**src/logic/wiscPkg.sv**
```systemverilog
`default_nettype none

package wiscPkg;

    typedef logic [15:0] word_t;    // datapath word
    typedef logic [2:0]  regIdx_t;  // r0..r7, r0 is a normal reg

    // major opcode, instr[15:11]
    typedef enum logic [4:0] {
        OP_NOP   = 5'b00001,
        OP_ADDI  = 5'b01000,
        OP_SUBI  = 5'b01001,
        OP_XORI  = 5'b01010,
        OP_ANDNI = 5'b01011,
        OP_SLBI  = 5'b10010,
        OP_RFMT  = 5'b11011   // func in instr[1:0]
    } opcode_t;

    typedef enum logic [2:0] {
        ALU_ADD,    // a + b
        ALU_RSUB,   // b - a
        ALU_XOR,    // a ^ b
        ALU_ANDN,   // a & ~b
        ALU_SLBI    // (a << 8) | b
    } aluOp_t;

    // operand source, same codes as forwardA/B
    typedef enum logic [1:0] {
        REGFILE    = 2'b00,
        FROM_MEMWB = 2'b01,
        FROM_EXMEM = 2'b10
    } fwdSel_t;

    typedef struct packed {
        logic   regWrite;   // writes rd
        logic   readsRs;    // uses rs as operand a
        logic   readsRt;    // uses rt as operand b
        logic   useImm;     // imm replaces operand b
        aluOp_t aluOp;
    } ctrl_t;

    typedef struct packed {
        logic    valid;
        ctrl_t   ctrl;
        regIdx_t rs;
        regIdx_t rt;
        regIdx_t rd;
        word_t   rsData;    // regfile value at decode
        word_t   rtData;
        word_t   imm;       // already extended
    } idEx_t;

    typedef struct packed {
        logic    valid;
        logic    regWrite;  // qualified by valid
        regIdx_t rd;
        word_t   result;
    } exMem_t;

    typedef exMem_t memWb_t;  // mem stage is a plain copy

endpackage

`default_nettype wire

```
**src/logic/instrDecode.sv**
```systemverilog
`timescale 1ns/1ps
`default_nettype none

module instrDecode (
    input  wiscPkg::word_t   instr,
    output wiscPkg::regIdx_t rs,
    output wiscPkg::regIdx_t rt,
    output wiscPkg::regIdx_t rd,
    output wiscPkg::word_t   imm,
    output wiscPkg::ctrl_t   ctrl
);

    import wiscPkg::*;

    opcode_t    opcode;
    logic [4:0] imm5;   // i-format immediate
    logic [7:0] imm8;   // slbi immediate
    logic [1:0] func;   // r-format op select

    assign opcode = opcode_t'(instr[15:11]);
    assign rs     = instr[10:8];  // same slot in every supported format
    assign rt     = instr[7:5];   // only meaningful when readsRt
    assign imm5   = instr[4:0];
    assign imm8   = instr[7:0];
    assign func   = instr[1:0];

    always_comb begin
        ctrl = '0;              // unknown opcode -> bubble
        rd   = instr[4:2];      // r-format rd slot
        imm  = '0;
        case (opcode)
            OP_RFMT: begin
                ctrl.regWrite = 1'b1;
                ctrl.readsRs  = 1'b1;
                ctrl.readsRt  = 1'b1;
                case (func)
                    2'b00:   ctrl.aluOp = ALU_ADD;
                    2'b01:   ctrl.aluOp = ALU_RSUB;  // rt - rs
                    2'b10:   ctrl.aluOp = ALU_XOR;
                    default: ctrl.aluOp = ALU_ANDN;  // rs & ~rt
                endcase
            end
            OP_ADDI, OP_SUBI: begin
                ctrl.regWrite = 1'b1;
                ctrl.readsRs  = 1'b1;
                ctrl.useImm   = 1'b1;
                ctrl.aluOp    = (opcode == OP_ADDI) ? ALU_ADD : ALU_RSUB;  // subi is imm - rs
                rd            = instr[7:5];
                imm           = {{11{imm5[4]}}, imm5};  // sign extend
            end
            OP_XORI, OP_ANDNI: begin
                ctrl.regWrite = 1'b1;
                ctrl.readsRs  = 1'b1;
                ctrl.useImm   = 1'b1;
                ctrl.aluOp    = (opcode == OP_XORI) ? ALU_XOR : ALU_ANDN;
                rd            = instr[7:5];
                imm           = {11'd0, imm5};  // logic ops zero extend
            end
            OP_SLBI: begin
                ctrl.regWrite = 1'b1;
                ctrl.readsRs  = 1'b1;
                ctrl.useImm   = 1'b1;
                ctrl.aluOp    = ALU_SLBI;
                rd            = instr[10:8];  // rs is also the destination
                imm           = {8'd0, imm8};
            end
            OP_NOP:  ctrl = '0;  // no writeback
            default: ctrl = '0;  // unsupported, treated as nop
        endcase
    end

endmodule

`default_nettype wire

```
**src/logic/regFile.sv**
```systemverilog
`timescale 1ns/1ps
`default_nettype none

module regFile (
    input  logic             clk,
    input  logic             rstN,
    input  wiscPkg::regIdx_t rdAddrA,
    input  wiscPkg::regIdx_t rdAddrB,
    output wiscPkg::word_t   rdDataA,
    output wiscPkg::word_t   rdDataB,
    input  logic             wrEn,
    input  wiscPkg::regIdx_t wrAddr,
    input  wiscPkg::word_t   wrData
);

    import wiscPkg::*;

    word_t regs [8];  // r0..r7

    // same-cycle write wins over the stored value
    function automatic word_t readPort(input regIdx_t addr);
        word_t value;
        value = regs[addr];
        if (wrEn && (wrAddr == addr))
            value = wrData;  // write-through bypass
        return value;
    endfunction

    always_ff @(posedge clk or negedge rstN) begin
        if (!rstN) begin
            for (int i = 0; i < 8; i++)
                regs[i] <= '0;  // all regs start at zero
        end else if (wrEn) begin
            regs[wrAddr] <= wrData;
        end
    end

    assign rdDataA = readPort(rdAddrA);
    assign rdDataB = readPort(rdAddrB);

endmodule

`default_nettype wire

```
**src/logic/forwardUnit.sv**
```systemverilog
`timescale 1ns/1ps
`default_nettype none

module forwardUnit (
    input  wiscPkg::regIdx_t idRs,
    input  wiscPkg::regIdx_t idRt,
    input  logic             readsRs,
    input  logic             readsRt,
    input  logic             exMemWrite,
    input  wiscPkg::regIdx_t exMemRd,
    input  logic             memWbWrite,
    input  wiscPkg::regIdx_t memWbRd,
    output wiscPkg::fwdSel_t fwdA,
    output wiscPkg::fwdSel_t fwdB
);

    import wiscPkg::*;

    logic exHitA;   // ex->ex match on rs
    logic exHitB;   // ex->ex match on rt
    logic memHitA;  // mem->ex match on rs
    logic memHitB;  // mem->ex match on rt

    // r0 stays in the compare, it holds data in this ISA
    assign exHitA  = exMemWrite && readsRs && (exMemRd == idRs);
    assign exHitB  = exMemWrite && readsRt && (exMemRd == idRt);  // imm forms never hit
    assign memHitA = memWbWrite && readsRs && (memWbRd == idRs);
    assign memHitB = memWbWrite && readsRt && (memWbRd == idRt);

    // youngest producer first
    function automatic fwdSel_t pickSource(input logic exHit, input logic memHit);
        fwdSel_t sel;
        sel = REGFILE;
        if (exHit)
            sel = FROM_EXMEM;
        else if (memHit)
            sel = FROM_MEMWB;  // only when ex/mem does not match
        return sel;
    endfunction

    assign fwdA = pickSource(exHitA, memHitA);
    assign fwdB = pickSource(exHitB, memHitB);

endmodule

`default_nettype wire

```
**src/logic/aluCore.sv**
```systemverilog
`timescale 1ns/1ps
`default_nettype none

module aluCore (
    input  wiscPkg::aluOp_t aluOp,
    input  wiscPkg::word_t  opA,
    input  wiscPkg::word_t  opB,
    output wiscPkg::word_t  result
);

    import wiscPkg::*;

    word_t sum;      // a + b
    word_t revDiff;  // b - a
    word_t andNot;   // a & ~b
    word_t slbiVal;  // a shifted up a byte, imm8 below

    assign sum     = opA + opB;
    assign revDiff = opB - opA;   // sub and subi both take rs as a
    assign andNot  = opA & ~opB;
    assign slbiVal = {opA[7:0], 8'h00} | opB;

    always_comb begin
        case (aluOp)
            ALU_ADD:  result = sum;
            ALU_RSUB: result = revDiff;
            ALU_XOR:  result = opA ^ opB;
            ALU_ANDN: result = andNot;
            ALU_SLBI: result = slbiVal;
            default:  result = '0;  // unused encodings
        endcase
    end

endmodule

`default_nettype wire

```
**src/logic/execPipe.sv**
```systemverilog
`timescale 1ns/1ps
`default_nettype none

module execPipe (
    input  logic             clk,
    input  logic             rstN,
    input  wiscPkg::word_t   instr,
    input  logic             instrValid,
    output logic             wbValid,
    output wiscPkg::regIdx_t wbReg,
    output wiscPkg::word_t   wbData
);

    import wiscPkg::*;

    regIdx_t decRs;
    regIdx_t decRt;
    regIdx_t decRd;
    word_t   decImm;
    ctrl_t   decCtrl;
    word_t   rfDataA;    // regfile read, id cycle
    word_t   rfDataB;
    idEx_t   idEx;
    exMem_t  exMem;
    memWb_t  memWb;
    fwdSel_t fwdA;
    fwdSel_t fwdB;
    word_t   opA;
    word_t   opBFwd;     // b before the imm mux
    word_t   opB;
    word_t   aluResult;
    logic    wbEn;       // valid writer in mem/wb

    instrDecode i_decode (
        .instr (instr),
        .rs    (decRs),
        .rt    (decRt),
        .rd    (decRd),
        .imm   (decImm),
        .ctrl  (decCtrl)
    );

    regFile i_regFile (
        .clk     (clk),
        .rstN    (rstN),
        .rdAddrA (decRs),
        .rdAddrB (decRt),
        .rdDataA (rfDataA),
        .rdDataB (rfDataB),
        .wrEn    (wbEn),
        .wrAddr  (memWb.rd),
        .wrData  (memWb.result)
    );

    forwardUnit i_forward (
        .idRs       (idEx.rs),
        .idRt       (idEx.rt),
        .readsRs    (idEx.ctrl.readsRs),
        .readsRt    (idEx.ctrl.readsRt),
        .exMemWrite (exMem.regWrite),
        .exMemRd    (exMem.rd),
        .memWbWrite (memWb.regWrite),
        .memWbRd    (memWb.rd),
        .fwdA       (fwdA),
        .fwdB       (fwdB)
    );

    function automatic word_t fwdMux(input fwdSel_t sel, input word_t regVal);
        word_t value;
        case (sel)
            FROM_EXMEM: value = exMem.result;  // distance 1
            FROM_MEMWB: value = memWb.result;  // distance 2
            default:    value = regVal;        // regfile, incl. bypass
        endcase
        return value;
    endfunction

    assign opA    = fwdMux(fwdA, idEx.rsData);
    assign opBFwd = fwdMux(fwdB, idEx.rtData);
    assign opB    = idEx.ctrl.useImm ? idEx.imm : opBFwd;

    aluCore i_alu (
        .aluOp  (idEx.ctrl.aluOp),
        .opA    (opA),
        .opB    (opB),
        .result (aluResult)
    );

    always_ff @(posedge clk or negedge rstN) begin
        if (!rstN) begin
            idEx  <= '0;
            exMem <= '0;
            memWb <= '0;
        end else begin
            idEx.valid     <= instrValid;     // low inserts a bubble
            idEx.ctrl      <= decCtrl;
            idEx.rs        <= decRs;
            idEx.rt        <= decRt;
            idEx.rd        <= decRd;
            idEx.rsData    <= rfDataA;
            idEx.rtData    <= rfDataB;
            idEx.imm       <= decImm;
            exMem.valid    <= idEx.valid;
            exMem.regWrite <= idEx.valid & idEx.ctrl.regWrite;  // bubbles never write
            exMem.rd       <= idEx.rd;
            exMem.result   <= aluResult;
            memWb          <= exMem;          // no memory access here
        end
    end

    assign wbEn    = memWb.valid & memWb.regWrite;
    assign wbValid = wbEn;
    assign wbReg   = memWb.rd;
    assign wbData  = memWb.result;

endmodule

`default_nettype wire

```
**config.mk**
```make
export PLATFORM = sky130hd
export DESIGN_NAME = execPipe
export DESIGN_NICKNAME = d
export VERILOG_FILES = /design/src/logic/wiscPkg.sv /design/src/logic/instrDecode.sv /design/src/logic/regFile.sv /design/src/logic/forwardUnit.sv /design/src/logic/aluCore.sv /design/src/logic/execPipe.sv
export SDC_FILE = /design/constraint.sdc
export NUM_CORES = 1
export LEC_CHECK = 0
export BUFFER_PORTS_ARGS = -buffer_cell sky130_fd_sc_hd__buf_4
export CAP_MARGIN = 20
export CELL_PAD_IN_SITES_DETAIL_PLACEMENT = 1
export CELL_PAD_IN_SITES_GLOBAL_PLACEMENT = 2
export CORE_ASPECT_RATIO = 0.5
export CORE_MARGIN = 4
export CORE_UTILIZATION = 45
export CTS_BUF_LIST = sky130_fd_sc_hd__clkbuf_8
export CTS_CLUSTER_DIAMETER = 40
export DETAILED_ROUTE_END_ITERATION = 10
export GPL_TIMING_DRIVEN = 0
export PLACE_DENSITY_LB_ADDON = 0.1
export SYNTH_ARGS = -nofsm -noshare
export SYNTH_HDL_FRONTEND = slang
export SYNTH_SLANG_ARGS = --single-unit
```
**constraint.sdc**
```tcl
create_clock -name clk -period 5.14 [get_ports clk]
set_input_delay 0.771 -clock clk [delete_from_list [all_inputs] [get_ports clk]]
set_output_delay 0.771 -clock clk [all_outputs]
set_load 0.01 [all_outputs]
```
==> impl_metrics.json, run 1 <==
{
  "status": "completed",
  "dieArea_um2": 31210,
  "grt_pass1_vias": 9594,
  "final_nets": 1211,
  "power_per_cell_area_nw_per_um2": 451.3,
  "core.rowCount": 43,
  "syn_area_per_cell_um2": 11.89,
  "via_count": 8772,
  "synthesis.nets": 1124,
  "cp.arrival_ns": 5.29,
  "yosysWarnings": 0,
  "cts-buffers-inserted": 37,
  "clk_latency_ns": 0.56,
  "die_w_um": 245.9,
  "period_share_pct": 94.66,
  "slew_headroom_pct": 31.69,
  "finalSetupViolCount": 0,
  "start_util_pct": 45.86,
  "drive_gt1_share_pct": 30.83,
  "layout_common_cells": "dfrtp_1 (227), mux2_2 (128), nand2_1 (84), buf_4 (69), mux2i_1 (65)",
  "cp-end-kind": "flop",
  "cp_slowest_cell": "dfrtp_1",
  "worstSetupPathType": "flop to flop",
  "worst-path-max-fanout": 10,
  "portBuffers": 38,
  "top_usage_layer": "met1",
  "ys_types": 58,
  "cts-root-buf": "clkbuf_8",
  "design_area_um2": 14450,
  "async_reset_ff_share_pct": 100.0,
  "drcViolationCount": 0,
  "overflow": 0,
  "h-tree-depth": 2,
  "synth_seq_cells": 227,
  "grt_pass1_wl_um": 59030,
  "drtAntennaViolNets": 0,
  "yosysSeqAreaShare_pct": 44.61,
  "cts_tree": "built",
  "cp-start-kind": "flop",
  "track_usage_pct": 24.72,
  "met1_usage_pct": 38.11,
  "fmax_ghz": 0.2055,
  "grt_max_degree": 124,
  "clk_pin_slew_ns": 0.07,
  "whs_ns": 0.2757,
  "cts.path.max_buffers": 3,
  "crit_start": "wbReg[1]",
  "finClkSkew_ns": 0.01924,
  "hp-class": "input port to async pin",
  "cp.required_ns": 5.56,
  "cts.sinks": 227,
  "synth.cell_area_um2": 12730,
  "grt_util_met2_pct": 37.31,
  "die_h_um": 126.9,
  "hold_viol_final": 0,
  "fillCellCount": 2952,
  "worst_pin_slew_ns": 1.025,
  "regArea_um2": 5680,
  "final_common_cell": "dfrtp_1",
  "place_hpwl_um": 27500,
  "antenna_found_initial": 0,
  "wl_um": 37380,
  "cp_num_buf_inv": 3,
  "cp_cell_sequence": "buf_4 > xnor2_4 > and4_1 > buf_6 > buf_8 > a211oi_2 > o22ai_1 > nor4_4 > and3_1 > nor2_1 > xnor2_1 > ha_1 > and3_1 > a211oi_2 > nor2_1 > a21oi_1 > o311a_1 > o21bai_1 > a21o_1 > xor2_1 > a221o_1",
  "antenna_cells": 0,
  "dr.first_iter.drc_count": 582,
  "met3_usage_pct": 3.929,
  "ir_worst_vdd_uv": 188.8,
  "syn_inst": 1071,
  "area_delta_synth_final_pct": 13.48,
  "multiInputGateArea_um2": 6513,
  "avgRoutedWirePerCell_um": 23.87,
  "critPathMaxStageDelay_ns": 0.39,
  "post-route-min-period_ns": 4.865,
  "ios": 39,
  "dpl_cell_area_um2": 13560,
  "power.leakage_uw": 0.006593,
  "yosys_most_used_dff": "dfrtp_1",
  "coreArea_um2": 27760,
  "via_per_inst": 5.602,
  "cp_top_family": "compound AO/OA/AOI/OAI gates",
  "synth-edff-count": 0,
  "cap_violations": 0,
  "reg2reg_from": "wbReg[1]",
  "firstDrtPassIters": 5,
  "slew_viol_final": 0,
  "routabilityCongestion": 0.8270
}
[power by group]
part	switching (µW)	internal, µW	leakage, µW
clock	759	872	0.000430
sequential	299	2130	0.00303
combinational	1320	1140	0.00314
total	2380	4140	0.00659
[per-layer routing]
layer  up-vias  wire length, µm
met5         -                0
li1       4013                -
met4         0              459
met1      4596            19070
met2       127            16560
met3        36             1291
[registers in the layout (all words and copies together), names as in the netlist]
name,flops
i_regFile.regs,128
wbReg,3
exMem,21
memWb,2
idEx,57
wbData,16
[cell families after synthesis]
kind of cell | count (synthesis) | synth area share (%)
AO/OA/AOI/OAI | 176 | 8.658
XOR/XNOR | 46 | 3.400
adder cells (fa/ha/maj) | 34 | 3.400
buffers and inverters | 136 | 4.864
flip-flops | 227 | 44.61
multiplexers | 258 | 27.87
AND/OR/NAND/NOR | 194 | 7.193
[stage by stage]
| step | total power [µW] | std cells | worst slack [ns] | util (%) | setup TNS (ns) |
|---|---|---|---|---|---|
| after floorplan | 4035 | 1071 | 0.8664 | - | 0 |
| after global placement | 4771 | 1491 | -0.1504 | 48.61 | -0.1504 |
| after detailed placement | 4838 | 1496 | -0.2818 | 48.86 | -0.2818 |
| after CTS | 6526 | 1563 | 0.001083 | 51.77 | 0 |
| after global routing | 6959 | 1566 | -0.008641 | 52.05 | -0.008641 |
| final | 6521 | 1566 | 0.2746 | 52.05 | 0 |
[timing repair]
item	CTS	global route
pin swaps	2	6
cloned	0	0
buffers inserted	2	6
hold buffers	0	0
endpoints found under the setup margin	1	6
resized for setup	5	12
[area by class of cell]
| type | count | area share (%) |
|---|---|---|
| multi-input combinational | 708 | 45.07 |
| timing repair buffer | 51 | 2.858 |
| clock buffer | 47 | 4.477 |
| tap | 382 | 3.308 |
| inverter | 41 | 1.065 |
| sequential | 227 | 39.31 |
| clock inverter | 18 | 0.7187 |
| buffer | 92 | 3.187 |
[synthesized netlist by cell type (3+ instances only)]
| library cell | count | area (µm²) |
|---|---|---|
| o21a_1 | 10 | 75.07 |
| or2_2 | 5 | 31.28 |
| nand2_1 | 84 | 315.3 |
| and2_1 | 3 | 18.77 |
| o21ai_0 | 48 | 240.2 |
| a22oi_1 | 5 | 37.54 |
| and3_1 | 4 | 25.02 |
| o21ai_1 | 15 | 75.07 |
| o22ai_1 | 10 | 62.56 |
| xnor2_2 | 4 | 65.06 |
| mux2i_1 | 65 | 650.6 |
| nand2b_1 | 4 | 25.02 |
| o21ai_2 | 3 | 26.28 |
| nor2_1 | 53 | 198.9 |
| a21o_1 | 6 | 45.04 |
| dfrtp_1 | 227 | 5680 |
| inv_2 | 5 | 18.77 |
| nor3_1 | 11 | 55.05 |
| a31oi_1 | 4 | 25.02 |
| buf_4 | 21 | 157.7 |
| xnor2_1 | 21 | 183.9 |
| buf_1 | 11 | 41.29 |
| ha_1 | 33 | 412.9 |
| nor4_4 | 3 | 63.81 |
| inv_1 | 36 | 135.1 |
| buf_2 | 3 | 15.01 |
| nor4_1 | 3 | 18.77 |
| clkbuf_1 | 57 | 214.0 |
| a41oi_1 | 6 | 52.55 |
| mux2_2 | 128 | 1441 |
| a211oi_2 | 6 | 75.07 |
| nor2b_1 | 10 | 62.56 |
| xor2_1 | 21 | 183.9 |
| a221o_1 | 5 | 50.05 |
| mux4_2 | 64 | 1441 |
| a21oi_1 | 46 | 230.2 |
| nand3_1 | 5 | 25.02 |
[worst paths after layout]
| kind | to | slack (ns) | depth (start not counted) |
|---|---|---|---|
| worst max-delay path | exMem[15] | 0.27 | 21 |
| worst min-delay path | exMem[11] | 0.28 | 1 |
| worst max register to register | exMem[15] | 0.27 | 21 |
| worst min register to register | exMem[17] | 0.35 | 0 |
| max in group asynchronous | i_regFile.regs[124] | 3.70 | 2 |
| min in group clk | idEx[52] | 0.33 | 1 |
[worst reg2reg max path, cell delays in order (launching register included)]
cell,delay (ns)
dfrtp_1,0.39
buf_4,0.20
xnor2_4,0.15
and4_1,0.22
buf_6,0.15
buf_8,0.15
a211oi_2,0.30
o22ai_1,0.24
nor4_4,0.39
and3_1,0.26
nor2_1,0.07
xnor2_1,0.15
ha_1,0.37
and3_1,0.22
a211oi_2,0.22
nor2_1,0.08
a21oi_1,0.13
o311a_1,0.25
o21bai_1,0.09
a21o_1,0.19
xor2_1,0.16
a221o_1,0.35
Power figures use the tool's default switching activity.
==> inputs of run 2 (changes only) <==
clock period = 5.1 ns   (was 5.14 ns; I/O delays follow)
==> impl_metrics.json, run 2 (same netlist as run 1, synthesis figures left out) <==
{
  "design_area_um2": 14450,
  "setup_ws_ns": 0.2515,
  "largest_register_ffs": 128,
  "via_count": 8771,
  "antenna_found_initial": 0,
  "cp-end-kind": "flop",
  "cts.sinks": 227,
  "area_delta_synth_final_pct": 13.52,
  "die_h_um": 126.9,
  "pwr-share-clk_pct": 24.9,
  "via_per_inst": 5.601,
  "firstDrtPassIters": 5,
  "clk_pin_slew_ns": 0.07,
  "layout.cells.non_filler": 1566,
  "power.leakage_uw": 0.006595,
  "cp.required_ns": 5.52,
  "worstSetupPathType": "flop to flop",
  "place_hpwl_um": 27500,
  "hold_viol_final": 0,
  "critPathMaxStageDelay_ns": 0.39,
  "start_util_pct": 45.86,
  "top_regs": "i_regFile.regs: 128 flops, idEx: 57 flops, exMem: 21 flops",
  "ctsHoldBuffers": 0,
  "cap_violations": 0,
  "power_per_cell_area_nw_per_um2": 455.3,
  "final_nets": 1211,
  "layout_common_cells": "dfrtp_1 (227), mux2_2 (128), nand2_1 (84), buf_4 (70), mux2i_1 (65)",
  "met1_usage_pct": 38.11,
  "cp-start-kind": "flop",
  "top_usage_layer": "met1",
  "worst-path-max-fanout": 10,
  "regArea_um2": 5680,
  "clk_latency_ns": 0.56,
  "internal_power_uw": 4178,
  "fmax_ghz": 0.2063,
  "hp-class": "input port to async pin",
  "cts-buffers-inserted": 37,
  "finalSetupViolCount": 0,
  "core.rowCount": 43,
  "cts-root-buf": "clkbuf_8",
  "grt_util_met2_pct": 37.31,
  "cp.arrival_ns": 5.27,
  "dr.first_iter.drc_count": 574,
  "ir_worst_vdd_uv": 190.3,
  "cp_cell_sequence": "buf_4 > xnor2_4 > and4_1 > buf_6 > buf_8 > a211oi_2 > o22ai_1 > nor4_4 > and3_1 > nor2_1 > xnor2_1 > ha_1 > and3_1 > a211oi_2 > nor2_1 > a21oi_1 > o311a_1 > o21bai_1 > a21o_1 > xor2_1 > a221o_1",
  "period_share_pct": 95.07,
  "grt_max_degree": 124,
  "drive_gt1_share_pct": 30.91,
  "coreArea_um2": 27760,
  "antenna_cells": 0,
  "portBuffers": 38,
  "grt_pass1_vias": 9594,
  "placedCellCount": 1496,
  "slew_viol_final": 0,
  "wl_um": 37390,
  "track_usage_pct": 24.72,
  "power.share.combinational_pct": 37.9,
  "switching_share_pct": 36.51,
  "status": "completed",
  "multiInputGateArea_um2": 6518,
  "cts_tree": "built",
  "share_seq_of_total_power_pct": 37.2,
  "p_sw_uw": 2403,
  "regMostFlops": "i_regFile.regs",
  "overflow": 0,
  "cts.path.max_buffers": 3,
  "worst_pin_slew_ns": 1.025,
  "final_common_cell": "dfrtp_1",
  "grt_pass1_wl_um": 59030,
  "post-route-min-period_ns": 4.848,
  "finClkSkew_ns": 0.01925,
  "ios": 39,
  "die_w_um": 245.9,
  "drtAntennaViolNets": 0,
  "drcViolationCount": 0,
  "h-tree-depth": 2,
  "routabilityCongestion": 0.8270,
  "dieArea_um2": 31210,
  "fillCellCount": 2951,
  "avgRoutedWirePerCell_um": 23.88,
  "preCtsSetupSlack_ns": -0.3218,
  "slew_headroom_pct": 31.69,
  "met3_usage_pct": 3.929,
  "dpl_cell_area_um2": 13560,
  "cp_slowest_cell": "dfrtp_1"
}
-- run 2: final timing paths --
check                         start                  end  slack (ns)  cells after the start
max reg2reg                wbReg[1]            exMem[15]        0.25                     21
max                        wbReg[1]            exMem[15]        0.25                     21
max in group asynchronous      rstN  i_regFile.regs[124]        3.67                      2
min                            rstN            exMem[11]        0.27                      1
min in group clk           instr[6]             idEx[52]        0.32                      1
min reg2reg                idEx[49]            exMem[17]        0.35                      0
-- run 2: per-layer routing --
metal	up-vias	routed length (µm)
met5	-	0
met4	0	453
met3	36	1321
met2	123	16580
met1	4600	19040
li1	4012	-
-- run 2: cell type report --
cell class / instances / area share (%)
Tap cell: 382 / 3.307
Timing Repair Buffer: 51 / 2.857
Inverter: 41 / 1.065
Buffer: 92 / 3.186
Clock buffer: 47 / 4.475
Sequential cell: 227 / 39.30
Multi-Input combinational cell: 708 / 45.09
Clock inverter: 18 / 0.7185
-- run 2: power groups by stage --
stage / clock [µW] / combinational (µW) / sequential, µW
floorplan: 0 / 1730 / 2340
global placement: 0 / 2370 / 2440
detailed placement: 0 / 2410 / 2460
CTS: 1680 / 2450 / 2450
global route: 1770 / 2760 / 2490
finish: 1640 / 2490 / 2450
-- run 2: timing repair --
item | CTS | global route
setup endpoints to repair | 1 | 3
setup buffers | 2 | 6
hold endpoints to repair | 0 | 0
resized for setup | 7 | 12
pin swaps | 2 | 6
-- run 2: stage by stage --
stage                       TNS, ns  util (%)  hold slack, ns  power (µW)
final                             0     52.06          0.2697        6580
after global routing      -0.002709     52.06          0.2788        7020
after CTS                         0     51.80          0.2782        6580
after detailed placement    -0.3218     48.86          0.3363        4876
after global placement      -0.1904     48.61          0.3332        4809
after floorplan                   0         -          0.3312        4067
-- run 2: critical path, delay by kind of cell (launching register included) --
kind / cells / cell delay, ns
flops: 1 / 0.39
simple gates: 6 / 1.24
xor+xnor: 3 / 0.45
buf+inv: 3 / 0.50
compound gates: 8 / 1.75
fa+ha+maj: 1 / 0.37
